[src/include/cpu_settings.svh]
// widths, memory sizes and encodings shared by the core and the testbench
// opcodes and funct codes follow the MIPS-I encoding of the supported subset
`ifndef CPU_SETTINGS_SVH
`define CPU_SETTINGS_SVH

`define CPU_XLEN        32
`define CPU_REG_AW      5
`define CPU_IMEM_DEPTH  64
`define CPU_DMEM_DEPTH  64
`define CPU_IMEM_AW     6

`define CPU_OP_RTYPE    6'h00
`define CPU_OP_ADDI     6'h08
`define CPU_OP_LW       6'h23
`define CPU_OP_SW       6'h2b
`define CPU_OP_BEQ      6'h04
`define CPU_OP_BNE      6'h05
`define CPU_OP_J        6'h02

`define CPU_FN_ADD      6'h20
`define CPU_FN_SUB      6'h22
`define CPU_FN_AND      6'h24
`define CPU_FN_OR       6'h25
`define CPU_FN_SLT      6'h2a

`define CPU_ALU_ADD     3'd0
`define CPU_ALU_SUB     3'd1
`define CPU_ALU_AND     3'd2
`define CPU_ALU_OR      3'd3
`define CPU_ALU_SLT     3'd4

`endif

[src/hw/cpu_pkg.sv]
// instruction word layouts, one 32-bit word seen as R, I or J format
`include "cpu_settings.svh"

package cpu_pkg;

    typedef struct packed {
        logic [5:0]             opcode;
        logic [`CPU_REG_AW-1:0] rs;
        logic [`CPU_REG_AW-1:0] rt;
        logic [`CPU_REG_AW-1:0] rd;
        logic [4:0]             shamt;  // unused by the subset
        logic [5:0]             funct;
    } r_fields_t;

    typedef struct packed {
        logic [5:0]             opcode;
        logic [`CPU_REG_AW-1:0] rs;
        logic [`CPU_REG_AW-1:0] rt;
        logic [15:0]            imm;    // signed offset or constant
    } i_fields_t;

    typedef struct packed {
        logic [5:0]  opcode;
        logic [25:0] index;             // word index inside the 256 MB region
    } j_fields_t;

    typedef union packed {
        r_fields_t r;
        i_fields_t i;
        j_fields_t j;
    } instr_t;

endpackage

[src/hw/hazard_unit.sv]
// one-cycle stall on a writer in execute, forward select on a writer in memory
// writers of register 0 never stall or forward
`timescale 1ns/10ps
`include "cpu_settings.svh"

module hazard_unit (
    input  cpu_pkg::instr_t        d_instr,
    input  logic [`CPU_REG_AW-1:0] ex_dest,
    input  logic                   ex_reg_write,
    input  logic [`CPU_REG_AW-1:0] mem_dest,
    input  logic                   mem_reg_write,
    output logic                   stall,
    output logic                   fwd_rs,
    output logic                   fwd_rt
);

    logic uses_rs;
    logic uses_rt;

    // true when a writer targets a source decode actually reads
    function automatic logic hits(input logic                   we,
                                  input logic [`CPU_REG_AW-1:0] dest,
                                  input logic                   used,
                                  input logic [`CPU_REG_AW-1:0] src);
        return we && (dest != '0) && used && (dest == src);
    endfunction

    assign uses_rs = (d_instr.r.opcode != `CPU_OP_J);
    assign uses_rt = (d_instr.r.opcode == `CPU_OP_RTYPE) ||
                     (d_instr.r.opcode == `CPU_OP_SW)    ||
                     (d_instr.r.opcode == `CPU_OP_BEQ)   ||
                     (d_instr.r.opcode == `CPU_OP_BNE);

    // loads stall here too, their data is ready one stage later
    assign stall = hits(ex_reg_write, ex_dest, uses_rs, d_instr.r.rs) ||
                   hits(ex_reg_write, ex_dest, uses_rt, d_instr.r.rt);

    assign fwd_rs = hits(mem_reg_write, mem_dest, uses_rs, d_instr.r.rs);
    assign fwd_rt = hits(mem_reg_write, mem_dest, uses_rt, d_instr.r.rt);

endmodule

[config.mk]
export PLATFORM = sky130hd
export DESIGN_NAME = hazard_unit
export DESIGN_NICKNAME = d
export VERILOG_FILES = /design/src/hw/cpu_pkg.sv /design/src/hw/hazard_unit.sv
export VERILOG_INCLUDE_DIRS = /design/src /design/src/include
export SDC_FILE = /design/constraint.sdc
export NUM_CORES = 1
export LEC_CHECK = 0
export BUFFER_PORTS_ARGS = -buffer_cell sky130_fd_sc_hd__buf_4
export CELL_PAD_IN_SITES_DETAIL_PLACEMENT = 1
export CELL_PAD_IN_SITES_GLOBAL_PLACEMENT = 1
export CORE_AREA = 2 2 44 46
export DETAILED_ROUTE_END_ITERATION = 7
export DIE_AREA = 0 0 46 48
export GPL_TIMING_DRIVEN = 0
export PLACE_DENSITY = 0.87
export SYNTH_ARGS = -nofsm -noshare
export SYNTH_HDL_FRONTEND = slang
export SYNTH_SLANG_ARGS = --single-unit
[constraint.sdc]
create_clock -name vclk -period 4.15
set_input_delay 1.245 -clock vclk [all_inputs]
set_output_delay 1.245 -clock vclk [all_outputs]
set_load 0.05 [all_outputs]
==> impl_metrics.yaml <==
floorplan:
  die_h_um: 48
  std_cell_rows: 15
  dieArea_um2: 2210
  io_pins: 47
  initial_core_util: 0.187
  die_w_um: 46
  coreArea_um2: 1690
sta:
  period_share: 0.895
  final_max_slew_viol_count: 0
  tns_ps: 0
  setup_viol: 0
  rsz0062_at_grt: "false"
  tightest_slew_ps: 301
  setup_ws_ps: 435
  timing.fmax_mhz: 269
  hold_violations: 0
  period_minus_slack_ps: 3720
  maxSlewHeadroom: 0.799
power_and_ir_drop:
  p_switching_w: 0.0000230
  seq_power_share: 0
  p_per_area_nw_per_um2: 95.5
  combPwrFrac: 1.000
  vdd_drop_max_mv: 0.0277
  clockPowerShare: 0
  static-leakage-power_nw: 0.241
  internal-power_w: 0.0000314
  power_switching_share: 0.423
grt:
  grt_pass1_wl_mm: 1.85
  overflow: 0
  antenna_found_initial: 0
  grt_max_degree: 4
  grt_pass1_vias: 441
  track_usage: 0.114
logic_synthesis:
  synth_area_um2: 315
  synth_area_per_cell_um2: 7.51
  syn_inst: 42
  synth_nets: 86
  ys_seq_area_frac: 0
  synth_cell_types: 15
  ys_warn_count: 0
job:
  cap_violations: 0
detailed_routing:
  ant_nets: 0
  drc: 0
  routedWlPerCell_um: 13.7
  drt_pass1_iterations: 1
  via_per_inst: 4.66
  wl_mm: 1.23
  drt_iter0_drc: 0
  num_vias: 419
placed_design:
  place_ws_ps: 438
  port_buffers: 31
  globalplace.congestion: 0.738
  dp_hpwl_mm: 1.14
critical_path:
  critPathMaxFanout: 2
  critPathLaunchType: "input port"
  startpoint: "d_instr[29]"
  crit_required_ps: 2900
  worstPathArrival_ps: 2470
  worst_setup_path_end_kind: "output port"
  path_class: "in -> out"
  crit_end: "stall"
finish:
  final_util: 0.337
  clock_buffers: 0
  nNetsFinal: 119
  n_fill_cell: 213
  design.seq.count: 0
  regArea_um2: 0
  antenna_cells: 0
  drive_above_1_share: 0.452
  area_growth_syn_to_layout_pct: 80.6
  multi_input_area_um2: 315
outcome:
  run_status: "finished clean"
clock_network:
  ctsHoldBuffers: 0
  postCtsSetupBuffers: 0
  cts_resized: 0
worst_hold_path:
  hp-class: "in -> out"
how the worst min path moves through the flow:
stage | end | depth (start not counted) | slack, ps | from
global route | fwd_rt | 3 | 2820 | d_instr[30]
finish | fwd_rt | 3 | 2820 | d_instr[30]
global placement | fwd_rt | 3 | 2810 | d_instr[30]
CTS | fwd_rt | 3 | 2810 | d_instr[30]
floorplan | fwd_rt | 1 | 2600 | d_instr[30]
detailed placement | fwd_rt | 3 | 2810 | d_instr[30]
synthesized netlist by cell type:
library cell | n | area share
or2_1 | 1 | 0.020
or4_4 | 1 | 0.036
nand4_1 | 1 | 0.020
a21oi_1 | 1 | 0.016
or4_1 | 2 | 0.048
nor2b_1 | 1 | 0.020
xnor2_1 | 9 | 0.25
nand3_1 | 5 | 0.079
nor4b_2 | 1 | 0.048
nand2b_1 | 1 | 0.020
o21ai_0 | 1 | 0.016
o21ai_1 | 1 | 0.016
o32ai_1 | 1 | 0.028
xor2_1 | 11 | 0.31
nor3_1 | 5 | 0.079
critical path, stage by stage:
cell and delay, ps:
buf_4 110, or2_1 240, or4_4 500, nand4_1 120, a21oi_1 70, buf_4 190
metrics by stage:
stage | hold WS [ps] | std cells | instance area (µm²) | total power (W)
after floorplan | 2600 | 42 | 315 | 0.0000221
after detailed placement | 2810 | 90 | 569 | 0.0000549
after CTS | 2810 | 90 | 569 | 0.0000551
after global placement | 2810 | 90 | 569 | 0.0000529
final | 2820 | 90 | 569 | 0.0000544
after global routing | 2820 | 90 | 569 | 0.0000595
power by group through the flow:
stage | sequential [W] | combinational (W) | clock [W]
floorplan | 0 | 0.0000221 | 0
global placement | 0 | 0.0000529 | 0
detailed placement | 0 | 0.0000549 | 0
CTS | 0 | 0.0000551 | 0
global route | 0 | 0.0000595 | 0
finish | 0 | 0.0000544 | 0
layout by cell type, fill, tap and decap left out:
cell and instances:
buf_4 31, xor2_1 11, xnor2_1 9, nor3_1 5
nand3_1 5, or4_1 2, or2_1 1, nand2b_1 1
or4_4 1, nand4_1 1, nor2b_1 1, o32ai_1 1
o21ai_0 1, a21oi_1 1, o21ai_1 1, nor4b_2 1
cells by family after synthesis:
group,after synthesis,synth area share
xor+xnor,20,0.556
simple gates,18,0.369
compound gates,4,0.0754
layer usage:
layer | up-vias | part of all wire | global-route usage
met5 | - | 0 | 0
met4 | 0 | 0 | 0
met3 | 0 | 0.14 | 0.0151
met2 | 25 | 0.47 | 0.244
met1 | 180 | 0.39 | 0.123
li1 | 214 | - | -
final cells by class:
type                            count  area share
Tap cell                           17      0.0374
Timing Repair Buffer               31       0.409
Multi-Input combinational cell     42       0.554
(Power assumes the default switching activity.)
