$ cat src/include/cpu_settings.svh
// widths, memory sizes and encodings shared by the core and the testbench
// opcodes and funct codes follow the MIPS-I encoding of the supported subset
`ifndef CPU_SETTINGS_SVH
`define CPU_SETTINGS_SVH

`define CPU_XLEN        32
`define CPU_REG_AW      5
`define CPU_IMEM_DEPTH  64
`define CPU_DMEM_DEPTH  64
`define CPU_IMEM_AW     6

`define CPU_OP_RTYPE    6'h00
`define CPU_OP_ADDI     6'h08
`define CPU_OP_LW       6'h23
`define CPU_OP_SW       6'h2b
`define CPU_OP_BEQ      6'h04
`define CPU_OP_BNE      6'h05
`define CPU_OP_J        6'h02

`define CPU_FN_ADD      6'h20
`define CPU_FN_SUB      6'h22
`define CPU_FN_AND      6'h24
`define CPU_FN_OR       6'h25
`define CPU_FN_SLT      6'h2a

`define CPU_ALU_ADD     3'd0
`define CPU_ALU_SUB     3'd1
`define CPU_ALU_AND     3'd2
`define CPU_ALU_OR      3'd3
`define CPU_ALU_SLT     3'd4

`endif

$ cat src/hw/fetch_unit.sv
// program counter and instruction memory
// load port writes only while the core is held in reset
`timescale 1ns/10ps
`include "cpu_settings.svh"

module fetch_unit (
    input  logic                    SYS_clk,
    input  logic                    SYS_reset,
    input  logic                    stall,
    input  logic                    pc_redirect,
    input  logic [`CPU_XLEN-1:0]    redirect_pc,
    input  logic                    load_en,
    input  logic [`CPU_IMEM_AW-1:0] load_addr,
    input  logic [`CPU_XLEN-1:0]    load_data,
    output logic [`CPU_XLEN-1:0]    f_instr,
    output logic [`CPU_XLEN-1:0]    f_pc
);

    logic [`CPU_XLEN-1:0] pc;
    logic [`CPU_XLEN-1:0] imem [0:`CPU_IMEM_DEPTH-1];

    always_ff @(posedge SYS_clk)
    begin
        if (SYS_reset)
            pc <= '0;
        else if (stall)
            pc <= pc;                       // decode is waiting
        else if (pc_redirect)
            pc <= redirect_pc;              // taken branch or jump, delay slot already fetched
        else
            pc <= pc + `CPU_XLEN'd4;
    end

    always_ff @(posedge SYS_clk)
    begin
        if (load_en)
            imem[load_addr] <= load_data;
    end

    // word addressed, upper pc bits ignored
    assign f_instr = imem[pc[`CPU_IMEM_AW+1:2]];
    assign f_pc    = pc;

endmodule

$ cat config.mk
export PLATFORM = sky130hd
export DESIGN_NAME = fetch_unit
export DESIGN_NICKNAME = d
export VERILOG_FILES = /design/src/hw/fetch_unit.sv
export VERILOG_INCLUDE_DIRS = /design/src /design/src/include
export SDC_FILE = /design/constraint.sdc
export NUM_CORES = 2
export LEC_CHECK = 0
export ABC_AREA = 0
export BUFFER_PORTS_ARGS = -buffer_cell sky130_fd_sc_hd__buf_2
export CAP_MARGIN = 30
export CORE_AREA = 2 2 404 406
export CTS_CLUSTER_DIAMETER = 100
export CTS_CLUSTER_SIZE = 25
export DETAILED_ROUTE_END_ITERATION = 10
export DIE_AREA = 0 0 406 408
export PLACE_DENSITY_LB_ADDON = 0.1
export SYNTH_ARGS = -nofsm -noshare
export SYNTH_HDL_FRONTEND = slang
export SYNTH_SLANG_ARGS = --single-unit
$ cat constraint.sdc
create_clock -name SYS_clk -period 10.98 [get_ports SYS_clk]
set_clock_uncertainty 0.2 [all_clocks]
set_input_delay 3.294 -clock SYS_clk [delete_from_list [all_inputs] [get_ports SYS_clk]]
set_output_delay 3.294 -clock SYS_clk [all_outputs]
set_load 0.01 [all_outputs]
==> results.py <==
metrics = {
    "run_status": {
        "outcome": "complete, no violations",
    },
    "global_routing": {
        "grt_pass1_wl_mm": 295,
        "grt_max_degree": 101,
        "grt.total_usage_pct": 25.4,
        "grt_overflow_total": 0,
        "grt_antenna_before_repair": 20,
        "first_global_vias": 38385,
    },
    "critical_path": {
        "slowest_stage": "nor4_1",
        "cp.arrival_ps": 4660,
        "required_ps": 7490,
        "critPathMostFrequentCell": "buf_4",
        "path_max_fanout": 28,
        "crit_chain": "buf_4 -> or3_1 -> buf_4 -> o22ai_1 -> nor4_1 -> nor2_1 -> a21oi_1 -> buf_2",
        "crit_path_end_kind": "output pin",
        "critPathMaxStageDelay_ps": 780,
        "crit_type": "reg -> out",
        "worstSetupStartpointType": "register",
    },
    "synthesis": {
        "synth_fp_nets": 3806,
        "synth_top_family_by_area": "multiplexers",
        "synth-simple-area-share_pct": 2.30,
        "synthAdderAreaFrac_pct": 0.0156,
        "yosys_warnings": 0,
        "synth_compound_area_share_pct": 3.52,
        "syn_area_per_cell_um2": 21.5,
        "yosys-top-cells-area": "edfxtp_1, mux4_2, mux2i_1",
        "yosysTopAreaCell": "edfxtp_1",
        "synth_edf_count": 2048,
        "synth_top_area_share_pct": 76.7,
        "synthFlopType": "edfxtp_1",
        "synth_mux_area_share_pct": 15.0,
        "async_flop_share_pct": 0,
        "ys_seq_area_share_pct": 77.6,
        "synth.most_common_cell": "edfxtp_1",
        "syn_inst": 3730,
        "synthXorXnorAreaFrac_pct": 0,
        "synthTopCellsByCount": "edfxtp_1, mux4_2, nor2_1",
        "netlist_area_mm2": 0.0802,
        "synth.ff_latch_count": 2086,
        "synth_cell_types": 70,
    },
    "drt": {
        "viasPerCell": 6.41,
        "antenna_left": 0,
        "num_vias": 39096,
        "wire_per_inst_um": 34.4,
        "drtPass1Iterations": 5,
        "drtIter0Drc": 5039,
        "post-route-drc-count": 0,
        "routed_wl_mm": 210,
    },
    "timing": {
        "setup_viol": 0,
        "timing_hold_violations_final": 0,
        "drv_slew": 0,
        "post-route-period-util_pct": 74.3,
        "max_slew_margin_pct": 24.4,
        "setup_slack_ps": 2820,
        "finalCriticalPeriod_ps": 8160,
        "setup_tns_ps": 0,
        "worst_pin_slew_ps": 1120,
        "max_freq_mhz": 123,
        "grt_setup_unrepaired": "false",
    },
    "clock_tree": {
        "cts_tree": "yes",
        "clk_latency_ps": 740,
        "cts.path.max_buffers": 3,
        "cts_setup_buffers": 0,
        "numCtsBuffers": 93,
        "cts.repair.resized": 0,
        "cts_max_level": 3,
        "cts.sinks": 2086,
        "hold_buffers": 0,
        "clock-root-buffer": "clkbuf_16",
        "clkSlewWorstSetupHoldPaths_ps": 110,
    },
    "floorplanning": {
        "initial_core_util_pct": 49.6,
        "die-area_mm2": 0.166,
        "io_pins": 139,
        "die_w_um": 406,
        "coreArea_mm2": 0.162,
        "rows": 148,
        "die_h_um": 408,
    },
    "layout": {
        "n_fill_cell": 12357,
        "area_delta_synth_final_pct": 8.35,
        "drive_gt1_share_pct": 25.1,
        "multi_input_area_mm2": 0.0172,
        "nets": 3979,
        "register_area_mm2": 0.0623,
    },
    "power_and_ir_drop": {
        "p_leak_nw": 25.9,
        "ir_drop_mv": 0.139,
        "p_per_area_mw_per_mm2": 158,
    },
    "placement": {
        "pre_cts_ws_ps": 3490,
        "portBuffers": 138,
        "dp.final_hpwl_mm": 118,
        "place.gp.congestion": 0.793,
    },
    "run": {
        "cap_viol_max_count": 0,
    },
    "hold_path": {
        "hp-class": "reg -> reg",
    },
}
## critical path: cells and delay by family, from the launching register on
family | cells | cell delay [ps]
flip-flops | 1 | 720
AND/OR/NAND/NOR | 3 | 1600
buffers and inverters | 3 | 1100
AO/OA/AOI/OAI | 2 | 470
## metrics by stage
step / utilization [%] / instance area [µm²] / hold WS, ps / power [W] / cells
after floorplan: - / 80200 / 281 / 0.00951 / 3730
after global placement: 52.0 / 84100 / 239 / 0.00992 / 5961
after detailed placement: 52.2 / 84300 / 247 / 0.00993 / 5979
after CTS: 53.7 / 86800 / 262 / 0.0138 / 6088
after global routing: 53.8 / 86900 / 292 / 0.0141 / 6094
final: 53.8 / 86900 / 259 / 0.0137 / 6096
## layout by cell type (no fill, tap or decap), drive strengths merged, types with 6 or more instances in the layout
cell type | synthesis | routed
o22a | 13 | 13
nand4 | 9 | 9
o21ai | 48 | 48
a211oi | 17 | 17
o211ai | 17 | 17
nor3 | 23 | 23
inv | 12 | 11
nor2 | 131 | 131
o221ai | 19 | 19
o311a | 10 | 10
dfxtp | 38 | 38
a21oi | 66 | 66
nor4 | 25 | 25
edfxtp | 2048 | 2048
clkbuf | 76 | 105
nor2b | 12 | 12
and2 | 6 | 6
mux2i | 128 | 128
a2bb2oi | 11 | 11
nand2b | 9 | 9
o22ai | 102 | 102
nand3b | 7 | 7
mux2 | 28 | 28
a31oi | 10 | 10
buf | 139 | 293
a221oi | 31 | 31
mux4 | 464 | 464
nand3 | 23 | 23
nand2 | 112 | 112
and3 | 8 | 8
a22oi | 33 | 33
## where the power goes
part | internal [W] | switching [W] | total (W)
logic | 0.000344 | 0.000575 | 0.000919
registers | 0.00879 | 0.0000348 | 0.00882
clock network | 0.00162 | 0.00237 | 0.00399
total | 0.0107 | 0.00298 | 0.0137
## registers in the layout, summed over array words and instances (netlist names), named ones only
signal and count:
imem 2048, f_pc 32
## routing by layer
metal | share of wire [%] | global-route usage, %
met4 | 2.4 | 5.61
met3 | 7.3 | 4.02
met5 | 0.051 | 0
met1 | 43 | 37.9
met2 | 47 | 39.7
## final cells by class
type	count	area share, %
Clock buffer	105	2.83
Antenna cell	4	0.0115
Multi-Input combinational cell	1417	19.8
Tap cell	2175	3.13
Clock inverter	4	0.0533
Sequential cell	2086	71.7
Inverter	12	0.0561
Timing Repair Buffer	293	2.43
## logic make-up (layout without fill, tap and decap cells)
logic type      count (synthesis)  count (layout)
mux                           620             620
other cells                     0               4
flops                        2086            2086
simple gates                  386             386
compound gates                410             410
buf+inv                       227             414
fa+ha+maj                       1               1
## worst paths after layout
kind / slack, ps / start / to / cells past startpoint
min reg2reg: 260 / f_pc[0] / f_pc[0] / 2
max: 2820 / register / f_instr[30] / 8
min: 260 / f_pc[0] / f_pc[0] / 2
max reg2reg: 8380 / f_pc[2] / f_pc[28] / 6
No activity file was read; power rests on OpenSTA's default activity.
