### src/include/cpu_settings.svh
// widths, memory sizes and encodings shared by the core and the testbench
// opcodes and funct codes follow the MIPS-I encoding of the supported subset
`ifndef CPU_SETTINGS_SVH
`define CPU_SETTINGS_SVH

`define CPU_XLEN        32
`define CPU_REG_AW      5
`define CPU_IMEM_DEPTH  64
`define CPU_DMEM_DEPTH  64
`define CPU_IMEM_AW     6

`define CPU_OP_RTYPE    6'h00
`define CPU_OP_ADDI     6'h08
`define CPU_OP_LW       6'h23
`define CPU_OP_SW       6'h2b
`define CPU_OP_BEQ      6'h04
`define CPU_OP_BNE      6'h05
`define CPU_OP_J        6'h02

`define CPU_FN_ADD      6'h20
`define CPU_FN_SUB      6'h22
`define CPU_FN_AND      6'h24
`define CPU_FN_OR       6'h25
`define CPU_FN_SLT      6'h2a

`define CPU_ALU_ADD     3'd0
`define CPU_ALU_SUB     3'd1
`define CPU_ALU_AND     3'd2
`define CPU_ALU_OR      3'd3
`define CPU_ALU_SLT     3'd4

`endif

### src/hw/cpu_pkg.sv
// instruction word layouts, one 32-bit word seen as R, I or J format
`include "cpu_settings.svh"

package cpu_pkg;

    typedef struct packed {
        logic [5:0]             opcode;
        logic [`CPU_REG_AW-1:0] rs;
        logic [`CPU_REG_AW-1:0] rt;
        logic [`CPU_REG_AW-1:0] rd;
        logic [4:0]             shamt;  // unused by the subset
        logic [5:0]             funct;
    } r_fields_t;

    typedef struct packed {
        logic [5:0]             opcode;
        logic [`CPU_REG_AW-1:0] rs;
        logic [`CPU_REG_AW-1:0] rt;
        logic [15:0]            imm;    // signed offset or constant
    } i_fields_t;

    typedef struct packed {
        logic [5:0]  opcode;
        logic [25:0] index;             // word index inside the 256 MB region
    } j_fields_t;

    typedef union packed {
        r_fields_t r;
        i_fields_t i;
        j_fields_t j;
    } instr_t;

endpackage

### src/hw/mem_wb_stage.sv
// memory register with data memory, then the writeback register
// data memory is word addressed, low address bits ignored, not cleared by reset
`timescale 1ns/10ps
`include "cpu_settings.svh"

module mem_wb_stage (
    input  logic                   SYS_clk,
    input  logic                   SYS_reset,
    input  cpu_pkg::instr_t        ex_instr,
    input  logic [`CPU_XLEN-1:0]   ex_result,
    input  logic [`CPU_XLEN-1:0]   ex_store_val,
    input  logic [`CPU_REG_AW-1:0] ex_dest,
    input  logic                   ex_reg_write,
    output logic [`CPU_REG_AW-1:0] mem_dest,
    output logic                   mem_reg_write,
    output logic [`CPU_XLEN-1:0]   mem_fwd_val,
    output logic                   wb_en,
    output logic [`CPU_REG_AW-1:0] wb_reg,
    output logic [`CPU_XLEN-1:0]   wb_data
);

    localparam int DMEM_AW = $clog2(`CPU_DMEM_DEPTH);

    logic                 mem_lw;
    logic                 mem_sw;
    logic [`CPU_XLEN-1:0] mem_result;
    logic [`CPU_XLEN-1:0] mem_store_val;
    logic [`CPU_XLEN-1:0] mem_rd_data;
    logic [`CPU_XLEN-1:0] dmem [0:`CPU_DMEM_DEPTH-1];

    always_ff @(posedge SYS_clk)
    begin
        if (SYS_reset)
        begin
            mem_lw        <= 1'b0;
            mem_sw        <= 1'b0;
            mem_dest      <= '0;
            mem_reg_write <= 1'b0;
        end
        else
        begin
            mem_lw        <= (ex_instr.r.opcode == `CPU_OP_LW);
            mem_sw        <= (ex_instr.r.opcode == `CPU_OP_SW);
            mem_dest      <= ex_dest;
            mem_reg_write <= ex_reg_write;
        end
    end

    always_ff @(posedge SYS_clk)
    begin
        mem_result    <= ex_result;
        mem_store_val <= ex_store_val;
    end

    always_ff @(posedge SYS_clk)
    begin
        if (mem_sw)
            dmem[mem_result[DMEM_AW+1:2]] <= mem_store_val;
    end

    assign mem_rd_data = dmem[mem_result[DMEM_AW+1:2]];           // combinational read
    assign mem_fwd_val = mem_lw ? mem_rd_data : mem_result;

    always_ff @(posedge SYS_clk)
    begin
        if (SYS_reset)
            wb_en <= 1'b0;
        else
            wb_en <= mem_reg_write && (mem_dest != '0);          // writes to r0 dropped here
    end

    always_ff @(posedge SYS_clk)
    begin
        wb_reg  <= mem_dest;
        wb_data <= mem_fwd_val;
    end

endmodule

### config.mk
export PLATFORM = sky130hd
export DESIGN_NAME = mem_wb_stage
export DESIGN_NICKNAME = d
export VERILOG_FILES = /design/src/hw/cpu_pkg.sv /design/src/hw/mem_wb_stage.sv
export VERILOG_INCLUDE_DIRS = /design/src /design/src/include
export SDC_FILE = /design/constraint.sdc
export NUM_CORES = 2
export LEC_CHECK = 0
export ABC_AREA = 0
export BUFFER_PORTS_ARGS = -buffer_cell sky130_fd_sc_hd__buf_4
export CAP_MARGIN = 20
export CORE_MARGIN = 1.5
export CORE_UTILIZATION = 35
export CTS_BUF_LIST = sky130_fd_sc_hd__clkbuf_4 sky130_fd_sc_hd__clkbuf_8
export CTS_CLUSTER_DIAMETER = 100
export CTS_CLUSTER_SIZE = 12
export DETAILED_ROUTE_END_ITERATION = 8
export PLACE_DENSITY_LB_ADDON = 0.15
export SLEW_MARGIN = 20
export SYNTH_ARGS = -nofsm -noshare
export SYNTH_HDL_FRONTEND = slang
export SYNTH_SLANG_ARGS = --single-unit
export TNS_END_PERCENT = 50
### constraint.sdc
create_clock -name SYS_clk -period 3.4 [get_ports SYS_clk]
set_input_delay 1.02 -clock SYS_clk [delete_from_list [all_inputs] [get_ports SYS_clk]]
set_output_delay 1.02 -clock SYS_clk [all_outputs]
set_load 0.01 [all_outputs]
==> results.json <==
{
  "io_pins": 180,
  "viasPerCell": 5.86,
  "htreeDepth": 4,
  "finalCritPeriodShare_pct": 145,
  "drc": 0,
  "drt_wl_total_mm": 319,
  "start_util_pct": 35.3,
  "synthTopCellsByArea": "edfxtp_1 76%, mux4_2 5.1%, mux2i_1 2.8%",
  "hold_start": "ex_store_val[3]",
  "synth_xor_area_share_pct": 0,
  "hold_depth": 1,
  "worst_pin_slew_ns": 1.14,
  "total_power_mw": 49.5,
  "timing.rr.end": "dmem[11][13]$_DFFE_PP_",
  "crit_slowest_cell": "nor2_4",
  "die_y_um": 485,
  "synthMuxAreaShare_pct": 9.77,
  "cts-root-buf": "clkbuf_8",
  "synth_cells": 4269,
  "violations": "setup timing",
  "ys.flop_type": "edfxtp_1",
  "core-area_um2": 230000,
  "crit_path_max_incr_delay_ns": 0.48,
  "yosys_warnings": 0,
  "area_growth_pct": 24.1,
  "avgSynthCellArea_um2": 19.0,
  "arrival_ns": 3.90,
  "largest_reg_flops": 2048,
  "drive_above_1_share_pct": 37.0,
  "setup_violations": 32,
  "hold_class": "input pin to flop",
  "worst_slack_ns": -1.52,
  "utilization_pct": 43.7,
  "synth_top_family_by_area": "multiplexers",
  "hold_path_end": "mem_store_val[3]$_DFF_P_",
  "gp_congestion": 0.847,
  "clock-sinks": 2158,
  "path_buf_inv": 7,
  "crit_path_end_kind": "primary output",
  "clk_latency_ns": 1.05,
  "hpwl_mm": 196,
  "dpl.cell_count": 7906,
  "grt_pass1_vias": 47298,
  "syn_nets": 4373,
  "skew_ns": 0.0641,
  "fin_nets": 5346,
  "die_x_um": 485,
  "grt_pass1_wl_mm": 422,
  "rr_worst_depth": 10,
  "crit_family": "buffers and inverters",
  "yosysMostFrequentCell": "edfxtp_1",
  "fmax_ghz": 0.203,
  "start_kind": "flop",
  "worstReg2RegStart": "mem_result[6]$_DFF_P_",
  "final_cell_area_um2": 101000,
  "tritoncts": "built",
  "instances_no_fill": 8428,
  "synth_seq_cells": 2158,
  "first_pass_iters": 8,
  "hold-worst-slack_ns": 0.0997,
  "hold_violations": 0,
  "dp_slack_ns": -0.850,
  "path_class": "flop to primary output",
  "max_cap_viol_count": 0,
  "fin_crit_ns": 4.92,
  "outcome": "finished with violations",
  "rsz0062_at_grt": "true",
  "synth-edff-count": 2048,
  "ant_nets": 0,
  "cts_buffers": 199,
  "overflow": 0,
  "slew_headroom_pct": 23.8,
  "dieArea_um2": 235000,
  "yosys.area_share.simple_pct": 2.24,
  "clk_path_buf_depth": 3,
  "crit_chain": "buf_12 -> buf_12 -> buf_12 -> nor2_4 -> buf_12 -> buf_4 -> a221oi_1 -> a21oi_1 -> o21ai_0 -> a41oi_2 -> buf_4 -> buf_6",
  "tns_ns": -44.20,
  "yosysSeqAreaShare_pct": 78.4,
  "worst_ir_drop_vdd_mv": 0.262,
  "synth_compound_area_share_pct": 7.76,
  "grt_usage_pct": 26.4,
  "synth_area_um2": 81200,
  "path_common_cell": "buf_12",
  "dr.first_iter.drc_count": 6692,
  "antenna_found_initial": 19,
  "synth_fa_ha_area_share_pct": 0,
  "cp_data_required_time_ns": 2.38,
  "vias": 49392,
  "rows": 176,
  "ys_types": 64,
  "async_reset_ff_share_pct": 0,
  "p_leak_nw": 33.3,
  "grt_max_degree": 65,
  "rrSetupSlack_ns": 0.35,
  "drv_slew": 0,
  "crit_fanout": 9,
  "yosysTopAreaCell": "edfxtp_1",
  "placed_area_um2": 93100,
  "path_clk_slew_ns": 0.09,
  "synth_top_cell_area_share_pct": 75.7,
  "power_density_nw_per_um2": 491,
  "wl_per_cell_um": 37.8,
  "synthTopCellsByCount": "2048 x edfxtp_1, 230 x mux2i_1, 183 x mux4_2, 183 x nor2_1, 173 x a221oi_1",
  "io_buffers": 153
}
[worst max-delay path by stage]
stage | slack [ns] | startpoint | cells after the start | to
2_1_floorplan | -0.14 | mem_result[4]$_DFF_P_ | 9 | dmem[37][0]$_DFFE_PP_
3_3_place_gp | -0.86 | mem_result[2]$_DFF_P_ | 10 | mem_fwd_val[29]
3_5_place_dp | -0.85 | mem_result[2]$_DFF_P_ | 10 | mem_fwd_val[29]
4_1_cts | -1.58 | mem_result[4]$_DFF_P_ | 13 | mem_fwd_val[12]
5_1_grt | -1.53 | mem_result[4]$_DFF_P_ | 14 | mem_fwd_val[12]
6_report | -1.52 | mem_result[4]$_DFF_P_ | 12 | mem_fwd_val[12]
[cells by family after synthesis]
group	count (synthesis)
flops	2158
buf+inv	288
mux	547
compound gates	863
simple gates	413
[layer usage]
layer / GRT usage (%) / routed length [um] / up-vias
li1: - / - / 19612
met1: 37.9 / 135000 / 26827
met2: 41.1 / 146000 / 2485
met4: 7.74 / 10300 / 6
met5: 0 / 39 / -
met3: 4.70 / 27800 / 462
[cell usage in the layout (no fill, tap or decap), drive strengths merged, types with 41 or more instances in the layout]
cell	Yosys	routed
nor2	184	184
nand2	116	116
a21oi	131	131
clkbuf	105	340
buf	179	1011
o21ai	112	112
mux4	183	183
dfxtp	110	110
a221oi	173	173
a221o	41	41
mux2i	230	230
edfxtp	2048	2048
a22oi	117	117
mux2	134	134
o22ai	80	80
[area by class of cell]
type / instances / area (um2)
diodes: 13 / 32.5
clock buffers: 329 / 3720
clock inverters: 19 / 274
fillers: 20193 / 130000
inverters: 4 / 25.0
multi-input cells: 1823 / 17800
flip-flops and latches: 2158 / 63800
well taps: 3026 / 3790
repair buffers: 1056 / 11300
[repair_timing]
action | 4_1_cts | 5_1_grt
setup buffers | 61 | 62
pin swaps | 55 | 72
hold buffers | 29 | 0
resized for setup | 164 | 210
endpoints found under the hold margin | 29 | 0
setup endpoints to repair | 32 | 32
gates cloned | 8 | 10
[where the power goes]
| group | switching (mW) | leakage [nW] | internal [mW] |
|---|---|---|---|
| registers | 0.329 | 19.3 | 29.1 |
| clock network | 9.23 | 2.16 | 7.18 |
| logic | 2.05 | 11.8 | 1.63 |
| total | 11.6 | 33.3 | 37.9 |
No activity file was read; power rests on OpenSTA's default activity.
