$ cat src/include/cpu_settings.svh
// widths, memory sizes and encodings shared by the core and the testbench
// opcodes and funct codes follow the MIPS-I encoding of the supported subset
`ifndef CPU_SETTINGS_SVH
`define CPU_SETTINGS_SVH

`define CPU_XLEN        32
`define CPU_REG_AW      5
`define CPU_IMEM_DEPTH  64
`define CPU_DMEM_DEPTH  64
`define CPU_IMEM_AW     6

`define CPU_OP_RTYPE    6'h00
`define CPU_OP_ADDI     6'h08
`define CPU_OP_LW       6'h23
`define CPU_OP_SW       6'h2b
`define CPU_OP_BEQ      6'h04
`define CPU_OP_BNE      6'h05
`define CPU_OP_J        6'h02

`define CPU_FN_ADD      6'h20
`define CPU_FN_SUB      6'h22
`define CPU_FN_AND      6'h24
`define CPU_FN_OR       6'h25
`define CPU_FN_SLT      6'h2a

`define CPU_ALU_ADD     3'd0
`define CPU_ALU_SUB     3'd1
`define CPU_ALU_AND     3'd2
`define CPU_ALU_OR      3'd3
`define CPU_ALU_SLT     3'd4

`endif

$ cat src/hw/cpu_pkg.sv
// instruction word layouts, one 32-bit word seen as R, I or J format
`include "cpu_settings.svh"

package cpu_pkg;

    typedef struct packed {
        logic [5:0]             opcode;
        logic [`CPU_REG_AW-1:0] rs;
        logic [`CPU_REG_AW-1:0] rt;
        logic [`CPU_REG_AW-1:0] rd;
        logic [4:0]             shamt;  // unused by the subset
        logic [5:0]             funct;
    } r_fields_t;

    typedef struct packed {
        logic [5:0]             opcode;
        logic [`CPU_REG_AW-1:0] rs;
        logic [`CPU_REG_AW-1:0] rt;
        logic [15:0]            imm;    // signed offset or constant
    } i_fields_t;

    typedef struct packed {
        logic [5:0]  opcode;
        logic [25:0] index;             // word index inside the 256 MB region
    } j_fields_t;

    typedef union packed {
        r_fields_t r;
        i_fields_t i;
        j_fields_t j;
    } instr_t;

endpackage

$ cat src/hw/reg_file.sv
// 32 x 32 register file, register 0 always reads zero
// a read of the register written this cycle returns the new value
`timescale 1ns/10ps
`include "cpu_settings.svh"

module reg_file (
    input  logic                   SYS_clk,
    input  logic [`CPU_REG_AW-1:0] rs_addr,
    input  logic [`CPU_REG_AW-1:0] rt_addr,
    input  logic                   wb_en,
    input  logic [`CPU_REG_AW-1:0] wb_reg,
    input  logic [`CPU_XLEN-1:0]   wb_data,
    output logic [`CPU_XLEN-1:0]   rs_val,
    output logic [`CPU_XLEN-1:0]   rt_val
);

    logic [`CPU_XLEN-1:0] regs [0:(1<<`CPU_REG_AW)-1];

    function automatic logic [`CPU_XLEN-1:0] read_port(input logic [`CPU_REG_AW-1:0] addr);
        if (addr == '0)
            return '0;
        else if (wb_en && (wb_reg == addr))
            return wb_data;                 // bypass the write in flight
        else
            return regs[addr];
    endfunction

    always_ff @(posedge SYS_clk)
    begin
        if (wb_en && (wb_reg != '0))
            regs[wb_reg] <= wb_data;
    end

    always_comb
    begin
        rs_val = read_port(rs_addr);
        rt_val = read_port(rt_addr);
    end

endmodule

$ cat src/hw/decode_stage.sv
// decode register, register reads with forwarding from memory, branch resolution
// branches and jumps redirect fetch from here, so one delay slot always runs
`timescale 1ns/10ps
`include "cpu_settings.svh"

module decode_stage (
    input  logic                   SYS_clk,
    input  logic                   SYS_reset,
    input  logic                   stall,
    input  logic [`CPU_XLEN-1:0]   f_instr,
    input  logic [`CPU_XLEN-1:0]   f_pc,
    input  logic                   fwd_rs,
    input  logic                   fwd_rt,
    input  logic [`CPU_XLEN-1:0]   mem_fwd_val,
    input  logic                   wb_en,
    input  logic [`CPU_REG_AW-1:0] wb_reg,
    input  logic [`CPU_XLEN-1:0]   wb_data,
    output cpu_pkg::instr_t        d_instr,
    output logic [`CPU_XLEN-1:0]   d_rs_val,
    output logic [`CPU_XLEN-1:0]   d_rt_val,
    output logic [`CPU_REG_AW-1:0] d_dest,
    output logic                   d_reg_write,
    output logic                   pc_redirect,
    output logic [`CPU_XLEN-1:0]   redirect_pc
);

    logic [`CPU_XLEN-1:0] d_pc;
    logic [`CPU_XLEN-1:0] rf_rs_val;
    logic [`CPU_XLEN-1:0] rf_rt_val;
    logic [`CPU_XLEN-1:0] br_offset;
    logic [`CPU_XLEN-1:0] br_target;
    logic [`CPU_XLEN-1:0] j_target;
    logic                 is_rtype;
    logic                 is_addi;
    logic                 is_lw;
    logic                 is_beq;
    logic                 is_bne;
    logic                 is_j;
    logic                 operands_eq;

    always_ff @(posedge SYS_clk)
    begin
        if (SYS_reset)
        begin
            d_instr <= '0;                  // nop
            d_pc    <= '0;
        end
        else if (!stall)
        begin
            d_instr <= f_instr;
            d_pc    <= f_pc;
        end
    end

    reg_file i_reg_file (
        .SYS_clk (SYS_clk),
        .rs_addr (d_instr.r.rs),
        .rt_addr (d_instr.r.rt),
        .wb_en   (wb_en),
        .wb_reg  (wb_reg),
        .wb_data (wb_data),
        .rs_val  (rf_rs_val),
        .rt_val  (rf_rt_val)
    );

    assign is_rtype = (d_instr.r.opcode == `CPU_OP_RTYPE);
    assign is_addi  = (d_instr.r.opcode == `CPU_OP_ADDI);
    assign is_lw    = (d_instr.r.opcode == `CPU_OP_LW);
    assign is_beq   = (d_instr.r.opcode == `CPU_OP_BEQ);
    assign is_bne   = (d_instr.r.opcode == `CPU_OP_BNE);
    assign is_j     = (d_instr.r.opcode == `CPU_OP_J);

    assign d_dest      = is_rtype ? d_instr.r.rd : d_instr.i.rt;   // rd for R, rt for I
    assign d_reg_write = is_rtype | is_addi | is_lw;

    // memory stage result overrides the file
    assign d_rs_val = fwd_rs ? mem_fwd_val : rf_rs_val;
    assign d_rt_val = fwd_rt ? mem_fwd_val : rf_rt_val;

    assign operands_eq = (d_rs_val == d_rt_val);

    assign br_offset = {{(`CPU_XLEN-18){d_instr.i.imm[15]}}, d_instr.i.imm, 2'b00};
    assign br_target = d_pc + `CPU_XLEN'd4 + br_offset;             // relative to delay slot
    assign j_target  = {d_pc[31:28], d_instr.j.index, 2'b00};

    assign pc_redirect = is_j | (is_beq & operands_eq) | (is_bne & ~operands_eq);
    assign redirect_pc = is_j ? j_target : br_target;

endmodule

$ cat config.mk
export PLATFORM = sky130hd
export DESIGN_NAME = decode_stage
export DESIGN_NICKNAME = d
export VERILOG_FILES = /design/src/hw/cpu_pkg.sv /design/src/hw/reg_file.sv /design/src/hw/decode_stage.sv
export VERILOG_INCLUDE_DIRS = /design/src /design/src/include
export SDC_FILE = /design/constraint.sdc
export NUM_CORES = 2
export LEC_CHECK = 0
export CELL_PAD_IN_SITES_DETAIL_PLACEMENT = 0
export CELL_PAD_IN_SITES_GLOBAL_PLACEMENT = 2
export CORE_MARGIN = 5
export CORE_UTILIZATION = 52
export DETAILED_ROUTE_END_ITERATION = 12
export DONT_BUFFER_PORTS = 1
export PLACE_DENSITY = 0.91
export SYNTH_ARGS = -nofsm -noshare
export SYNTH_HDL_FRONTEND = slang
export SYNTH_SLANG_ARGS = --single-unit
$ cat constraint.sdc
create_clock -name SYS_clk -period 12.8 [get_ports SYS_clk]
set_input_delay 0.64 -clock SYS_clk [delete_from_list [all_inputs] [get_ports SYS_clk]]
set_output_delay 0.64 -clock SYS_clk [all_outputs]
set_load 0.02 [all_outputs]
==> results.md <==
Run status:
- The flow ran to the end, and the final reports show no timing, DRC or antenna violations.

Floorplanning:
- The region available for standard cell placement spans 102,000 um^2.
- The floorplan has 117 rows.
- The floorplan step defined a die boundary enclosing 110,000 um^2.
- The die outline width is 331 um.
- The die height is 331 um.
- For this configuration, the core starts out at a cell density of 0.526.
- The boundary pin count is 274.

Worst hold path:
- The worst hold path begins at wb_data[2].
- The worst hold-check path type is input pin to register.
- The endpoint of the worst hold-timing path is i_reg_file.regs[7][2]$_DFFE_PP_.
- The hold-critical path depth is 0.

GRT:
- The overall global routing resource usage is 0.319.
- The final global-route overflow total is 0.
- The number of global-route vias before repair came to 34,000.
- The first global-routing pass estimated 252,000 um of wire.
- The largest net degree at the start of global routing is 105.
- The initial antenna violation count is 6.

Detailed routing:
- The detailed-route DRC error count is 0.
- After the first detailed-routing iteration, the DRC count stood at 5,783.
- The wire length reported by the detailed router is 180,000 um.
- After detailed routing, the average wire length per cell comes to 38.5 um.
- The first TritonRoute pass finished after 9 iterations.
- The detail route stage leaves a number of antenna-violating nets equal to 0.
- After detailed routing, the number of vias per cell comes to 7.29.
- The total vias in the final route is 34,000.

Finish:
- The layout cell share with drive strength beyond 1 is 0.230.
- The layout-stage area growth over the synthesis result is 10.4%.
- The final layout net count is 3,395.
- For this run, the number of standard cells in the final layout without fillers is 4,666.
- After filler insertion, the fill cell instance count of the layout stands at 7,624.
- The end-of-flow core utilization is 0.580.

Setup path:
- The worst reg2reg path startpoint is d_instr[18]$_SDFFE_PP0N_.
- For the worst flop-to-flop path, the logic depth is 2.
- The critical path's largest stage delay is 1.03 ns.
- In this design, the critical path's most frequently occurring cell is sky130_fd_sc_hd__buf_4.
- The cell family with the largest share of critical-path delay is simple AND/OR/NAND/NOR gates.
- On the critical path, the stage with the largest delay is an instance of sky130_fd_sc_hd__nor4_1.
- At the worst endpoint, the arrival time is 7.13 ns.
- The required time reported for the critical path endpoint is 12.16 ns.
- The nature of the critical path startpoint is a register.
- Counting both buffers and inverters, the worst setup path holds a total of 3.
- The kind of capture point of the worst setup path is an output port.
- Traced cell by cell, the critical path runs through buf_4 > buf_4 > nor3b_2 > buf_4 > a22oi_1 > a31oi_1 > a221o_1 > xor2_1 > nor4_1 > nor4bb_1 > nand4_1 > or3_1 > nand3_1.
- The largest fanout of any net on the critical path is 55.
- The logic depth of the worst path, buffers included is 13.
- The setup check on the worst reg-to-reg path leaves a slack of 11.65 ns.
- The worst setup path is of the register to output port kind.

Logic synthesis:
- Yosys attributes the largest share of cell area to sky130_fd_sc_hd__edfxtp_1 57%, sky130_fd_sc_hd__mux4_2 17%, sky130_fd_sc_hd__mux2i_1 5.4%.
- Yosys mapped a number of flops with a built-in enable equal to 1,024.
- During synthesis, Yosys emitted a total of 0 warnings.
- Counting flops with an async set or reset pin after synthesis yields a share of 0.
- After synthesis, the most frequently instantiated cells are 1,024 x sky130_fd_sc_hd__edfxtp_1, 416 x sky130_fd_sc_hd__mux4_2, 290 x sky130_fd_sc_hd__mux2i_1.
- The mapped cell area is 53,700 um^2.
- Of the post-synthesis cell area, the dominant cell type holds 0.573.
- The total of flip-flops plus latches after synthesis is 1,098.
- The number of distinct standard cells referenced by the synthesized netlist is 91.
- By instance count, the leading cell after synthesis is sky130_fd_sc_hd__edfxtp_1.
- Among all flip-flop cells after synthesis, the most frequent one is sky130_fd_sc_hd__edfxtp_1.
- Counting every instance in the synthesized netlist gives 3,158.
- For this run, the register share of the synthesized area comes to 0.600.
- The biggest area contributor in the post-synthesis netlist is sky130_fd_sc_hd__edfxtp_1.
- Each instance of the synthesized netlist takes up on average 17.0 um^2.

Timing:
- Setup violations remaining at the end of the flow were counted as 0.
- The fmax is 129 MHz.
- The number of pins exceeding their max-slew limit in the final report is 0.
- The worst clock skew is 0.0273 ns.
- The number of hold violations in the final report was 0.
- For the pin with the worst max-slew slack, the measured transition is 1.45 ns.
- The final worst-path cycle share is 0.607.
- The worst setup slack after layout is 5.03 ns.
- The shortest period the worst path allows is 7.77 ns.
- In this run the tightest slew margin relative to its limit is 0.0358.
- The aggregate negative setup slack is 0 ns.
- Setup repair after global routing left no endpoint under its margin.

Power:
- The ratio of total power to cell area is 140 nW/um^2.
- The worst-case IR drop observed on VDD is 0.000128 V.
- The static power due to leakage is 18.9 nW.

Placement:
- The number of placed instances, taps included, is 4,420.
- The count of buffers added on input and output ports is 0.
- The HPWL after detailed placement is 101,000 um.
- OpenSTA, run right after detailed placement, puts the worst setup slack at 5.81 ns.
- The final weighted congestion in routability-driven placement is 0.879.

CTS:
- The CTS tree is built.
- The worst-skew pair later-pin latency is 0.71 ns.
- The clock tree synthesis step divided the H-tree into 3 levels.
- For this design, the sink count on the clock tree is 1,098.
- The number of gates resized after CTS was 0.
- The clock tree root buffer cell is sky130_fd_sc_hd__clkbuf_16.
- The clock passes through at most 3 buffers.
- Clock tree synthesis inserted a total of 113 buffers.
- The clock transition at the register clock pins on the worst setup and hold paths after CTS is 0.06 ns.
- The buffer count from post-CTS setup fixing is 0.
- The hold buffer count at cts is 31.

Job:
- The tool flagged a number of max-cap violations equal to 0.
cell usage in the layout, fill, tap and decap left out, types with 24 or more instances in the layout:
master	count
sky130_fd_sc_hd__dlygate4sd3_1	30
sky130_fd_sc_hd__conb_1	32
sky130_fd_sc_hd__dfxtp_1	66
sky130_fd_sc_hd__a221oi_1	37
sky130_fd_sc_hd__o21ai_0	46
sky130_fd_sc_hd__mux4_2	416
sky130_fd_sc_hd__mux2i_1	290
sky130_fd_sc_hd__nor2_4	25
sky130_fd_sc_hd__xnor2_1	31
sky130_fd_sc_hd__nand2_1	141
sky130_fd_sc_hd__nor2_1	120
sky130_fd_sc_hd__edfxtp_1	1024
sky130_fd_sc_hd__buf_4	84
sky130_fd_sc_hd__a21oi_1	75
sky130_fd_sc_hd__nor2b_1	24
sky130_fd_sc_hd__clkbuf_16	114
sky130_fd_sc_hd__clkinv_1	32
sky130_fd_sc_hd__a22oi_1	142
sky130_fd_sc_hd__mux4_1	25
sky130_fd_sc_hd__xor2_1	30
sky130_fd_sc_hd__nand3_1	45
sky130_fd_sc_hd__ha_1	57
per-stage QoR:
stage	hold slack (ns)	cell area [um^2]	power [mW]
finish	0.0172	59300	8.27
detailed placement	0.484	55200	4.97
CTS	0.000717	59200	8.26
global route	0.00942	59200	8.48
global placement	0.472	55200	4.96
floorplan	0.455	53800	4.73
worst max-delay path by stage:
stage                                            end  slack, ns
floorplan           i_reg_file.regs[19][0]$_DFFE_PP_       7.71
global placement                         pc_redirect       5.85
detailed placement                       pc_redirect       5.81
CTS                                      pc_redirect       5.05
global route                             pc_redirect       4.80
finish                                   pc_redirect       5.03
registers in the layout, summed over array words and instances (netlist names), named ones only:
| register | cells |
|---|---|
| i_reg_file.regs | 1024 |
| d_pc | 32 |
| d_instr | 32 |
cell type report:
| class | instances | area, um^2 | share of cell area |
|---|---|---|---|
| well taps | 1368 | 1710 | 0.0289 |
| inverters | 25 | 95.1 | 0.00160 |
| flip-flops and latches | 1098 | 32300 | 0.544 |
| clock buffers | 132 | 2920 | 0.0493 |
| multi-input cells | 1841 | 20400 | 0.345 |
| clock inverters | 79 | 787 | 0.0133 |
| repair buffers | 119 | 1040 | 0.0175 |
| diodes | 4 | 10.0 | 0.000169 |
per-layer routing:
layer / vias up / GRT usage / routed length [um]
met1: 17300 / 0.407 / 60000
met4: 4 / 0.147 / 10400
met2: 2822 / 0.498 / 82200
li1: 13300 / - / -
met5: - / 0 / 27
met3: 578 / 0.112 / 27200
kinds of logic after synthesis:
group	count (synthesis)	share of synthesized area
compound gates	482	0.0650
flops	1098	0.600
simple gates	466	0.0406
mux	742	0.243
other cells	1	0.0000698
xor+xnor	61	0.00995
fa+ha+maj	58	0.0137
buf+inv	250	0.0274
power by group:
| group | switching (mW) | internal (mW) | leakage [nW] |
|---|---|---|---|
| Combinational | 0.554 | 0.346 | 7.29 |
| Sequential | 0.0622 | 3.98 | 9.87 |
| Clock | 1.44 | 1.88 | 1.79 |
(Power assumes the default switching activity.)
